==> config.mk <==
export PLATFORM = sky130hd
export DESIGN_NAME = extract_top
export DESIGN_NICKNAME = d
export VERILOG_FILES = /design/src/extract_pkg.sv /design/src/fetch_ctrl.sv /design/src/ucode_seq.sv /design/src/slot_extract.sv /design/src/extract_top.sv
export SDC_FILE = /design/constraint.sdc
export NUM_CORES = 1
export LEC_CHECK = 0
export BUFFER_PORTS_ARGS = -buffer_cell sky130_fd_sc_hd__buf_2
export CAP_MARGIN = 40
export CORE_UTILIZATION = 48
export CTS_BUF_LIST = sky130_fd_sc_hd__clkbuf_4
export CTS_CLUSTER_DIAMETER = 40
export DETAILED_ROUTE_END_ITERATION = 8
export GPL_ROUTABILITY_DRIVEN = 0
export GPL_TIMING_DRIVEN = 0
export PLACE_DENSITY = 0.76
export RECOVER_POWER = 50
export REMOVE_ABC_BUFFERS = 1
export SYNTH_ARGS = -nofsm -noshare
export SYNTH_HDL_FRONTEND = slang
export SYNTH_SLANG_ARGS = --single-unit
==> constraint.sdc <==
create_clock -name clk -period 71 [get_ports clk]
set_input_delay 14.2 -clock clk [delete_from_list [all_inputs] [get_ports clk]]
set_output_delay 14.2 -clock clk [all_outputs]
set_load 0.01 [all_outputs]
==> src/extract_pkg.sv <==
`default_nettype none

package extract_pkg;

	// ====================
	// Widths
	// ====================

	localparam int INS_W = 32;
	localparam int SLOTS = 4;
	localparam int LINE_W = 256;
	localparam int PC_W = 16;
	localparam int OPC_W = 8;
	// One group is half a cache line
	localparam int GRP_W = INS_W * SLOTS;
	localparam int SLOT_IDX_W = $clog2(SLOTS);
	localparam int GRP_BYTES = GRP_W / 8;
	localparam int LINE_BYTES = LINE_W / 8;
	// Address bit that picks the upper or lower half of a line
	localparam int HALF_BIT = $clog2(GRP_BYTES);

	// ====================
	// Encodings
	// ====================

	// Opcode sits in instruction bits 7..0
	typedef enum logic [OPC_W-1:0] {
		OP_NOP   = 8'h00,
		OP_SYS   = 8'h01,
		OP_ALU   = 8'h02,
		OP_MACRO = 8'h03,
		OP_UOP   = 8'h04
	} opcode_t;

	typedef enum logic [2:0] {
		ST_IDLE,
		ST_REQ,
		ST_ACK_LOW,
		ST_RUN,
		ST_UCODE
	} fetch_state_t;

	// Macro fields, also reused for the entry field of a micro-op
	localparam int MACRO_CNT_LSB = 8;
	localparam int MACRO_CNT_W = 2;
	localparam int MACRO_ENT_LSB = 10;
	localparam int MACRO_ENT_W = 6;

	// Micro-op step and slot fields
	localparam int UOP_STEP_LSB = 16;
	localparam int UOP_SLOT_LSB = 18;

	// Interrupt instruction fields
	localparam int IRQ_VEC_LSB = 8;
	localparam int IRQ_VEC_W = 9;
	localparam int IRQ_LVL_LSB = 17;
	localparam int IRQ_LVL_W = 3;
	localparam int FN_LSB = 20;
	localparam int FN_W = 4;
	localparam logic [FN_W-1:0] FN_IRQ = 4'd1;

	// A no-op is an all-zero word apart from its opcode
	localparam logic [INS_W-1:0] NOP_INS = INS_W'(OP_NOP);

endpackage

`default_nettype wire

==> src/fetch_ctrl.sv <==
`timescale 1ns/100ps
`default_nettype none

module fetch_ctrl import extract_pkg::*; (
	input  wire                    clk,
	input  wire                    rst_i,
	input  wire                    line_ack_i,
	input  wire                    irq_req_i,
	input  wire                    redirect_i,
	input  wire [PC_W-1:0]         redirect_pc_i,
	input  wire                    en_i,
	input  wire                    uc_busy_i,
	input  wire                    uc_last_i,
	input  wire [MACRO_CNT_W-1:0]  macro_cnt_i,
	output logic                   line_req_o,
	output logic [PC_W-1:0]        line_addr_o,
	output logic                   irq_ack_o,
	output logic                   line_load_o,
	output logic                   emit_o,
	output logic                   sel_irq_o,
	output logic                   sel_uop_o,
	output logic                   half_sel_o,
	output logic [SLOT_IDX_W-1:0]  skip_cnt_o,
	output logic                   uc_start_o,
	output logic [PC_W-1:0]        grp_pc_o
);

	fetch_state_t state;
	fetch_state_t state_nxt;
	// Address of the next group to emit, always 16-byte aligned
	logic [PC_W-1:0] grp_ptr;
	logic [PC_W-1:0] ptr_nxt;
	// Leading slots still to be blanked on the first line group after a redirect
	logic [SLOT_IDX_W-1:0] skip_q;
	// Set when a redirect lands while a line handshake is still open
	logic discard_q;

	assign grp_pc_o = grp_ptr;
	assign half_sel_o = grp_ptr[HALF_BIT];
	assign skip_cnt_o = skip_q;
	// The line is captured on the same edge that the source acknowledges
	assign line_load_o = (state == ST_REQ) && line_ack_i;

	// ====================
	// Next state
	// ====================

	always_comb begin
		state_nxt = state;
		ptr_nxt = grp_ptr;
		emit_o = 1'b0;
		sel_irq_o = 1'b0;
		sel_uop_o = 1'b0;
		uc_start_o = 1'b0;
		case (state)
			ST_IDLE: state_nxt = ST_REQ;
			ST_REQ: begin
				if (line_ack_i)
					state_nxt = ST_ACK_LOW;
			end
			ST_ACK_LOW: begin
				// A stale line is dropped and the new address is fetched instead
				if (!line_ack_i)
					state_nxt = (discard_q || redirect_i) ? ST_REQ : ST_RUN;
			end
			ST_RUN: begin
				if (redirect_i) begin
					state_nxt = ST_REQ;
				end else if (en_i) begin
					emit_o = 1'b1;
					if (irq_req_i && !irq_ack_o) begin
						// Interrupt group takes this slot and the pointer holds
						sel_irq_o = 1'b1;
					end else if (macro_cnt_i != '0) begin
						// Pointer holds on the macro address for the whole run
						uc_start_o = 1'b1;
						state_nxt = ST_UCODE;
					end else begin
						ptr_nxt = grp_ptr + PC_W'(GRP_BYTES);
						if (half_sel_o)
							state_nxt = ST_REQ;
					end
				end
			end
			ST_UCODE: begin
				if (redirect_i) begin
					state_nxt = ST_REQ;
				end else if (!uc_busy_i) begin
					state_nxt = ST_RUN;
				end else if (en_i) begin
					emit_o = 1'b1;
					sel_uop_o = 1'b1;
					// Last step moves on past the macro group
					if (uc_last_i) begin
						ptr_nxt = grp_ptr + PC_W'(GRP_BYTES);
						state_nxt = half_sel_o ? ST_REQ : ST_RUN;
					end
				end
			end
			default: state_nxt = ST_IDLE;
		endcase
		// Redirect overrides every pointer update, rounded down to a group
		if (redirect_i)
			ptr_nxt = redirect_pc_i & ~PC_W'(GRP_BYTES - 1);
	end

	// ====================
	// Registers
	// ====================

	always_ff @(posedge clk) begin
		if (rst_i) begin
			state <= ST_IDLE;
			grp_ptr <= '0;
			skip_q <= '0;
			discard_q <= 1'b0;
			line_req_o <= 1'b0;
			line_addr_o <= '0;
			irq_ack_o <= 1'b0;
		end else begin
			state <= state_nxt;
			grp_ptr <= ptr_nxt;
			line_req_o <= (state_nxt == ST_REQ);
			// Address is latched once per request and stays put until ack
			if (state_nxt == ST_REQ && state != ST_REQ)
				line_addr_o <= ptr_nxt & ~PC_W'(LINE_BYTES - 1);
			if (state_nxt == ST_REQ && state != ST_REQ)
				discard_q <= 1'b0;
			else if (redirect_i && (state == ST_REQ || state == ST_ACK_LOW))
				discard_q <= 1'b1;
			if (redirect_i)
				skip_q <= redirect_pc_i[HALF_BIT-1 -: SLOT_IDX_W];
			else if (emit_o && !sel_irq_o && !sel_uop_o)
				skip_q <= '0;
			// Ack rises with the interrupt group and falls once req has dropped
			irq_ack_o <= sel_irq_o || (irq_ack_o && irq_req_i);
		end
	end

endmodule

`default_nettype wire

==> src/ucode_seq.sv <==
`timescale 1ns/100ps
`default_nettype none

module ucode_seq import extract_pkg::*; (
	input  wire                    clk,
	input  wire                    rst_i,
	input  wire                    start_i,
	input  wire                    cancel_i,
	input  wire                    step_i,
	input  wire [MACRO_CNT_W-1:0]  cnt_i,
	input  wire [MACRO_ENT_W-1:0]  ent_i,
	output logic                   busy_o,
	output logic                   last_o,
	output logic [INS_W-1:0]       uop0_o,
	output logic [INS_W-1:0]       uop1_o,
	output logic [INS_W-1:0]       uop2_o,
	output logic [INS_W-1:0]       uop3_o
);

	// Groups still to be emitted for the current macro
	logic [MACRO_CNT_W-1:0] rem_q;
	// Zero-based step of the group on the outputs
	logic [MACRO_CNT_W-1:0] step_q;
	logic [MACRO_ENT_W-1:0] ent_q;

	// Stand-in for a microcode ROM: the word is built from its coordinates
	function automatic logic [INS_W-1:0] form_uop(
		input logic [MACRO_ENT_W-1:0] ent,
		input logic [MACRO_CNT_W-1:0] step,
		input logic [SLOT_IDX_W-1:0]  slot
	);
		form_uop = INS_W'(OP_UOP)
			| (INS_W'(ent) << MACRO_ENT_LSB)
			| (INS_W'(step) << UOP_STEP_LSB)
			| (INS_W'(slot) << UOP_SLOT_LSB);
	endfunction

	assign busy_o = (rem_q != '0);
	assign last_o = (rem_q == MACRO_CNT_W'(1));

	assign uop0_o = form_uop(ent_q, step_q, SLOT_IDX_W'(0));
	assign uop1_o = form_uop(ent_q, step_q, SLOT_IDX_W'(1));
	assign uop2_o = form_uop(ent_q, step_q, SLOT_IDX_W'(2));
	assign uop3_o = form_uop(ent_q, step_q, SLOT_IDX_W'(3));

	// Cancel wins over a new start, start wins over a step
	always_ff @(posedge clk) begin
		if (rst_i || cancel_i) begin
			rem_q <= '0;
			step_q <= '0;
		end else if (start_i) begin
			rem_q <= cnt_i;
			step_q <= '0;
		end else if (step_i && busy_o) begin
			rem_q <= rem_q - MACRO_CNT_W'(1);
			step_q <= step_q + MACRO_CNT_W'(1);
		end
	end

	// Entry only matters while busy
	always_ff @(posedge clk) begin
		if (start_i)
			ent_q <= ent_i;
	end

endmodule

`default_nettype wire

==> src/slot_extract.sv <==
`timescale 1ns/100ps
`default_nettype none

module slot_extract import extract_pkg::*; (
	input  wire                    clk,
	input  wire                    rst_i,
	input  wire                    line_load_i,
	input  wire [LINE_W-1:0]       line_i,
	input  wire                    emit_i,
	input  wire                    en_i,
	input  wire                    half_sel_i,
	input  wire [SLOT_IDX_W-1:0]   skip_cnt_i,
	input  wire                    sel_irq_i,
	input  wire                    sel_uop_i,
	input  wire [IRQ_VEC_W-1:0]    irq_vec_i,
	input  wire [IRQ_LVL_W-1:0]    irq_lvl_i,
	input  wire [INS_W-1:0]        uop0_i,
	input  wire [INS_W-1:0]        uop1_i,
	input  wire [INS_W-1:0]        uop2_i,
	input  wire [INS_W-1:0]        uop3_i,
	input  wire [PC_W-1:0]         grp_pc_i,
	output logic [MACRO_CNT_W-1:0] macro_cnt_o,
	output logic [MACRO_ENT_W-1:0] macro_ent_o,
	output logic                   grp_valid_o,
	output logic [PC_W-1:0]        grp_pc_o,
	output logic [INS_W-1:0]       ins0_o,
	output logic [INS_W-1:0]       ins1_o,
	output logic [INS_W-1:0]       ins2_o,
	output logic [INS_W-1:0]       ins3_o
);

	logic [LINE_W-1:0] line_q;
	logic [GRP_W-1:0]  half;
	logic [INS_W-1:0]  irq_ins;
	logic [INS_W-1:0]  slot [SLOTS];
	logic [INS_W-1:0]  uop [SLOTS];
	logic [INS_W-1:0]  grp [SLOTS];

	// Line register loads on the acknowledge edge
	always_ff @(posedge clk) begin
		if (line_load_i)
			line_q <= line_i;
	end

	assign uop[0] = uop0_i;
	assign uop[1] = uop1_i;
	assign uop[2] = uop2_i;
	assign uop[3] = uop3_i;

	// Interrupt word is OP_SYS with function, level and vector packed above it
	assign irq_ins = INS_W'(OP_SYS)
		| (INS_W'(irq_vec_i) << IRQ_VEC_LSB)
		| (INS_W'(irq_lvl_i) << IRQ_LVL_LSB)
		| (INS_W'(FN_IRQ) << FN_LSB);

	// ====================
	// Slot selection
	// ====================

	always_comb begin
		half = half_sel_i ? line_q[LINE_W-1:GRP_W] : line_q[GRP_W-1:0];
		// Slots ahead of a redirect target become no-ops
		for (int k = 0; k < SLOTS; k++) begin
			if (k < int'(skip_cnt_i))
				slot[k] = NOP_INS;
			else
				slot[k] = half[k*INS_W +: INS_W];
		end
		// A skipped slot 0 is a no-op, so it never starts a macro run
		if (slot[0][OPC_W-1:0] == OP_MACRO)
			macro_cnt_o = slot[0][MACRO_CNT_LSB +: MACRO_CNT_W];
		else
			macro_cnt_o = '0;
		macro_ent_o = slot[0][MACRO_ENT_LSB +: MACRO_ENT_W];
		for (int k = 0; k < SLOTS; k++) begin
			if (sel_uop_i)
				grp[k] = uop[k];
			else if (sel_irq_i)
				grp[k] = (k == 0) ? irq_ins : NOP_INS;
			else
				grp[k] = slot[k];
		end
	end

	// ====================
	// Output registers
	// ====================

	// Valid is a one-cycle mark per group and drops on a stalled cycle
	always_ff @(posedge clk) begin
		if (rst_i)
			grp_valid_o <= 1'b0;
		else
			grp_valid_o <= emit_i && en_i;
	end

	// Payload holds its value between groups
	always_ff @(posedge clk) begin
		if (emit_i && en_i) begin
			grp_pc_o <= grp_pc_i;
			ins0_o <= grp[0];
			ins1_o <= grp[1];
			ins2_o <= grp[2];
			ins3_o <= grp[3];
		end
	end

endmodule

`default_nettype wire

==> src/extract_top.sv <==
`timescale 1ns/100ps
`default_nettype none

module extract_top import extract_pkg::*; (
	input  wire                  clk,
	input  wire                  rst_i,
	// Line source
	output logic                 line_req_o,
	output logic [PC_W-1:0]      line_addr_o,
	input  wire                  line_ack_i,
	input  wire [LINE_W-1:0]     line_i,
	// Interrupt source
	input  wire                  irq_req_i,
	input  wire [IRQ_VEC_W-1:0]  irq_vec_i,
	input  wire [IRQ_LVL_W-1:0]  irq_lvl_i,
	output logic                 irq_ack_o,
	// Branch-miss redirect
	input  wire                  redirect_i,
	input  wire [PC_W-1:0]       redirect_pc_i,
	// Group outputs
	input  wire                  en_i,
	output logic                 grp_valid_o,
	output logic [PC_W-1:0]      grp_pc_o,
	output logic [INS_W-1:0]     ins0_o,
	output logic [INS_W-1:0]     ins1_o,
	output logic [INS_W-1:0]     ins2_o,
	output logic [INS_W-1:0]     ins3_o
);

	// Controller to extractor
	logic                   line_load;
	logic                   emit;
	logic                   sel_irq;
	logic                   sel_uop;
	logic                   half_sel;
	logic [SLOT_IDX_W-1:0]  skip_cnt;
	logic [PC_W-1:0]        ctrl_pc;
	// Macro handoff
	logic                   uc_start;
	logic                   uc_busy;
	logic                   uc_last;
	logic [MACRO_CNT_W-1:0] macro_cnt;
	logic [MACRO_ENT_W-1:0] macro_ent;
	logic [INS_W-1:0]       uop0;
	logic [INS_W-1:0]       uop1;
	logic [INS_W-1:0]       uop2;
	logic [INS_W-1:0]       uop3;

	fetch_ctrl u_fetch_ctrl (
		.clk(clk), .rst_i(rst_i),
		.line_ack_i(line_ack_i), .irq_req_i(irq_req_i),
		.redirect_i(redirect_i), .redirect_pc_i(redirect_pc_i),
		.en_i(en_i), .uc_busy_i(uc_busy), .uc_last_i(uc_last),
		.macro_cnt_i(macro_cnt),
		.line_req_o(line_req_o), .line_addr_o(line_addr_o),
		.irq_ack_o(irq_ack_o), .line_load_o(line_load),
		.emit_o(emit), .sel_irq_o(sel_irq), .sel_uop_o(sel_uop),
		.half_sel_o(half_sel), .skip_cnt_o(skip_cnt),
		.uc_start_o(uc_start), .grp_pc_o(ctrl_pc)
	);

	// Each emitted micro-op group is one step and a redirect cancels the run
	ucode_seq u_ucode_seq (
		.clk(clk), .rst_i(rst_i),
		.start_i(uc_start), .cancel_i(redirect_i), .step_i(sel_uop),
		.cnt_i(macro_cnt), .ent_i(macro_ent),
		.busy_o(uc_busy), .last_o(uc_last),
		.uop0_o(uop0), .uop1_o(uop1), .uop2_o(uop2), .uop3_o(uop3)
	);

	slot_extract u_slot_extract (
		.clk(clk), .rst_i(rst_i),
		.line_load_i(line_load), .line_i(line_i),
		.emit_i(emit), .en_i(en_i),
		.half_sel_i(half_sel), .skip_cnt_i(skip_cnt),
		.sel_irq_i(sel_irq), .sel_uop_i(sel_uop),
		.irq_vec_i(irq_vec_i), .irq_lvl_i(irq_lvl_i),
		.uop0_i(uop0), .uop1_i(uop1), .uop2_i(uop2), .uop3_i(uop3),
		.grp_pc_i(ctrl_pc),
		.macro_cnt_o(macro_cnt), .macro_ent_o(macro_ent),
		.grp_valid_o(grp_valid_o), .grp_pc_o(grp_pc_o),
		.ins0_o(ins0_o), .ins1_o(ins1_o), .ins2_o(ins2_o), .ins3_o(ins3_o)
	);

endmodule

`default_nettype wire

==> qor.tcl <==
set qor(outcome) {complete, but fails checks}
set qor(violations) {capacitance limit, slew limit}
set qor(port_buffers) 445
set qor(p_int_mw) 0.424
set qor(min_path_type) {register to register}
set qor(cp-start-kind) {primary input}
set qor(initial_utilization_pct) 49.2
set qor(numPlacedInstances) 1877
set qor(core-area_sq_um) 33800
set qor(total_wirelength_of_the_detailed_routed_design_mm) 39.1
set qor(final.hold.worst_slack_ns) 0.432
set qor(cts_tree) {done}
set qor(vdd_ir_drop_max_mv) 0.0199
set qor(grt_use_total_pct) 22.1
set qor(synth_edf_count) 406
set qor(area.growth.synth_to_final_pct) 25.2
set qor(post_synth_inst_count) 1002
set qor(grt_max_degree) 58
set qor(post-layout-total-power_mw) 0.545
set qor(critical_path_class) {primary input to register}
set qor(first_global_vias) 11000
set qor(rsz0062_at_grt) {no}
set qor(detailroute.via_count) 10600
set qor(chain_of_cells_forming_the_critical_path) {clkbuf_1 -> nand2_1 -> nor3_1 -> clkbuf_1 -> clkbuf_1 -> clkbuf_1 -> clkbuf_1 -> buf_6 -> buf_4}
set qor(drc) 0
set qor(io-pin-count) 453
set qor(clk-insertion-delay-late_ns) 0.80
set qor(global_route_wire_length_before_repair_mm) 58.9
set qor(slew_viol_final) 190
set qor(detailedRoute.firstPassIterationCount) 5
set qor(hold_path_end) {u_slot_extract.grp_pc_o[2]}
set qor(cp_num_cells) 9
set qor(cts_max_path_buffers) 3
set qor(dieHeight_um) 188
set qor(detail_route.vias_per_cell) 5.10
set qor(critical_path.max_fanout) 12
set qor(power.switching_mw) 0.121
set qor(yosys_warnings) 0
set qor(rows) 67
set qor(area_occupied_by_multi_input_gates_sq_um) 3380
set qor(globalRoute.totalOverflow) 0
set qor(register_area_sq_um) 13000
set qor(final.setup.tns_ns) 0
set qor(timing.hold.worst.start) {u_fetch_ctrl.grp_pc_o[2]}
set qor(routed_wire_length_per_instance_um) 18.8
set qor(cts_max_level) 3
set qor(number_of_filler_cells_placed_in_the_layout) 2571
set qor(synth_seq_cells) 446
set qor(critPathTopFamily) {buffers and inverters}
set qor(timing.max_slew.rel_slack_pct) -140
set qor(setup_slack_ns) 53.55
set qor(post_synth_num_cell_types) 65
set qor(endpoint_kind) {register}
set qor(cts-resized-gates) 0
set qor(share_seq_of_total_power_pct) 55.5
set qor(fmaxAchievable_mhz) 57.3
set qor(worstPathArrival_ns) 17.94
set qor(setup_viol) 0
set qor(globalRouteMet3Util_pct) 7.09
set qor(maxCapViolCount) 4
set qor(num-nets-final) 1836
set qor(clk_pin_slew_worst_paths_ns) 0.07
set qor(synth.cell_area_sq_um) 16600
set qor(dpl_worst_slack_ns) 53.78
set qor(crit-reg2reg-capture) {u_slot_extract.ins0_o[13]}
set qor(combinationalPowerShare_pct) 6.4
set qor(ff2ff_setup_slack_ns) 65.06
set qor(cts_num_sinks) 446
set qor(critical-path-top-cell-by-count) {sky130_fd_sc_hd__clkbuf_1}
set qor(global_route.usage.met1_pct) 25.0
set qor(drtAntennaViolNets) 0
set qor(p_leak_nw) 8.02
set qor(clock_power_share_pct) 38.1
set qor(power_switching_share_pct) 22.2
set qor(drive_gt1_share_pct) 39.2
set qor(globalRoute.busiestLayer) {met2}
set qor(final.setup_skew_ns) 0.0343
set qor(postSynth.asyncResetShare_pct) 0
set qor(reg2reg_from) {u_fetch_ctrl.grp_pc_o[4]}
set qor(cpMaxStageDelayCell) {sky130_fd_sc_hd__nor3_1}
set qor(cts_made_buffers) 112
set qor(final.period_utilization_pct) 24.6
set qor(postSynthAreaPerCell_sq_um) 16.6
set qor(whs_path_depth) 0
set qor(fin_cells) 2074
set qor(post_cts.repair.setup_buffers) 0
set qor(cellPowerDensity_nw_per_um2) 26.2
set qor(grt_antenna_before_repair) 13
set qor(gr-usage-met2_pct) 37.5
set qor(cp_buf_inv_count) 7
set qor(dieArea_sq_um) 35400
set qor(ctsRootBufferMaster) {sky130_fd_sc_hd__clkbuf_4}
set qor(ff2ff_path_depth) 5
set qor(cp.required_ns) 71.49
set qor(cts_hold_buf) 0
set qor(post-dp-hpwl_mm) 27.4
set qor(worstMarginPinSlew_ns) 3.60
set qor(dr.first_iter.drc_count) 671
set qor(hold_viol) 0
set qor(layout_min_cycle_time_ns) 17.45
set qor(max_incr_delay_on_cp_ns) 0.69
set qor(die_width_um) 188
set qor(ys.flop_type) {sky130_fd_sc_hd__edfxtp_1}
set qor(synth_seq_area_share_pct) 78.1
==> cells in the mapped netlist, types with 13 or more instances <==
master / number / area, sq um
sky130_fd_sc_hd__nor2_1: 129 / 484
sky130_fd_sc_hd__edfxtp_1: 406 / 12200
sky130_fd_sc_hd__nor3_1: 25 / 125
sky130_fd_sc_hd__mux2i_1: 134 / 1340
sky130_fd_sc_hd__nand3b_1: 13 / 97.6
sky130_fd_sc_hd__a21oi_1: 19 / 95.1
sky130_fd_sc_hd__nor2b_1: 14 / 87.6
sky130_fd_sc_hd__dfxtp_1: 40 / 801
sky130_fd_sc_hd__clkbuf_1: 32 / 120
sky130_fd_sc_hd__o21ai_0: 41 / 205
sky130_fd_sc_hd__nand2_1: 26 / 97.6
==> kinds of logic (layout without fill, tap and decap cells) <==
kind of cell	after synthesis	after routing	share of synthesized area, %
multiplexers	136	136	8.20
buffers and inverters	62	670	1.69
other	1	17	0.0226
XOR/XNOR	12	12	0.632
flip-flops	446	446	78.1
AO/OA/AOI/OAI	97	97	3.88
AND/OR/NAND/NOR	244	244	7.13
adder cells (fa/ha/maj)	4	4	0.286
==> layout by cell type (no fill, tap or decap), types with 4 or more instances in the layout <==
master | synthesis | layout
sky130_fd_sc_hd__a211oi_1 | 5 | 5
sky130_fd_sc_hd__o41ai_1 | 5 | 5
sky130_fd_sc_hd__clkinv_2 | 0 | 4
sky130_fd_sc_hd__clkbuf_4 | 1 | 160
sky130_fd_sc_hd__o41ai_2 | 5 | 5
sky130_fd_sc_hd__nor2b_1 | 14 | 14
sky130_fd_sc_hd__buf_2 | 3 | 433
sky130_fd_sc_hd__edfxtp_1 | 406 | 406
sky130_fd_sc_hd__o21ai_0 | 41 | 40
sky130_fd_sc_hd__nand3_1 | 5 | 5
sky130_fd_sc_hd__xor2_1 | 11 | 11
sky130_fd_sc_hd__conb_1 | 1 | 5
sky130_fd_sc_hd__nand3b_1 | 13 | 13
sky130_fd_sc_hd__nor3_1 | 25 | 25
sky130_fd_sc_hd__clkbuf_1 | 32 | 34
sky130_fd_sc_hd__nor2_1 | 129 | 128
sky130_fd_sc_hd__nor4_1 | 3 | 4
sky130_fd_sc_hd__a21oi_1 | 19 | 19
sky130_fd_sc_hd__dfxtp_1 | 40 | 40
sky130_fd_sc_hd__nand2_1 | 26 | 25
sky130_fd_sc_hd__mux2i_1 | 134 | 134
sky130_fd_sc_hd__buf_4 | 5 | 4
sky130_fd_sc_hd__inv_1 | 7 | 7
sky130_fd_sc_hd__clkinv_1 | 0 | 15
sky130_fd_sc_hd__diode_2 | 0 | 12
==> state kept, by name, summed over array words and instances (netlist names), 6 cells and up <==
signal	flops
u_ucode_seq.ent_q	6
u_fetch_ctrl.line_addr_o	11
u_slot_extract.line_q	256
u_fetch_ctrl.grp_pc_o	16
u_slot_extract.ins0_o	32
u_slot_extract.ins1_o	32
u_slot_extract.ins2_o	32
u_slot_extract.ins3_o	32
u_slot_extract.grp_pc_o	16
==> worst max path at each step <==
stage	start	end	slack (ns)
after global placement	line_ack_i	u_slot_extract.line_q[109]	32.08
after detailed placement	redirect_i	u_slot_extract.ins2_o[10]	53.78
after CTS	redirect_i	u_slot_extract.ins2_o[13]	54.65
final	line_ack_i	u_slot_extract.line_q[183]	53.55
after global routing	line_ack_i	u_slot_extract.line_q[183]	53.33
after floorplan	line_ack_i	u_slot_extract.line_q[0]	38.32
==> per-layer routing <==
layer  vias to the layer above  routed length [um]  share of wire, %
met5                         -                  13             0.033
met1                      5045               14600                37
met3                       102                3090               7.9
met4                         2                1340               3.4
li1                       4945                   -                 -
met2                       482               20000                51
==> final cells by class <==
| class | count | share of cell area [%] |
|---|---|---|
| Antenna cell | 12 | 0.144 |
| Clock buffer | 160 | 5.77 |
| Clock inverter | 25 | 0.805 |
| Inverter | 7 | 0.126 |
| Multi-Input combinational cell | 498 | 16.2 |
| Sequential cell | 446 | 62.4 |
| Tap cell | 448 | 2.69 |
| Timing Repair Buffer | 478 | 11.9 |
==> power by group through the flow <==
stage / Combinational (mW) / Sequential [mW] / Clock [mW]
after floorplan: 0.0179 / 0.314 / 0
after global placement: 0.0328 / 0.316 / 0
after detailed placement: 0.0349 / 0.308 / 0
after CTS: 0.0350 / 0.302 / 0.214
after global routing: 0.0382 / 0.303 / 0.226
final: 0.0347 / 0.302 / 0.208
==> metrics by stage <==
| step | cell area [sq um] | util [%] |
|---|---|---|
| detailed placement | 19600 | 58.1 |
| global placement | 19200 | 56.8 |
| global route | 20800 | 61.6 |
| finish | 20800 | 61.6 |
| CTS | 21000 | 62.1 |
| floorplan | 16400 | - |
(Power assumes the default switching activity.)
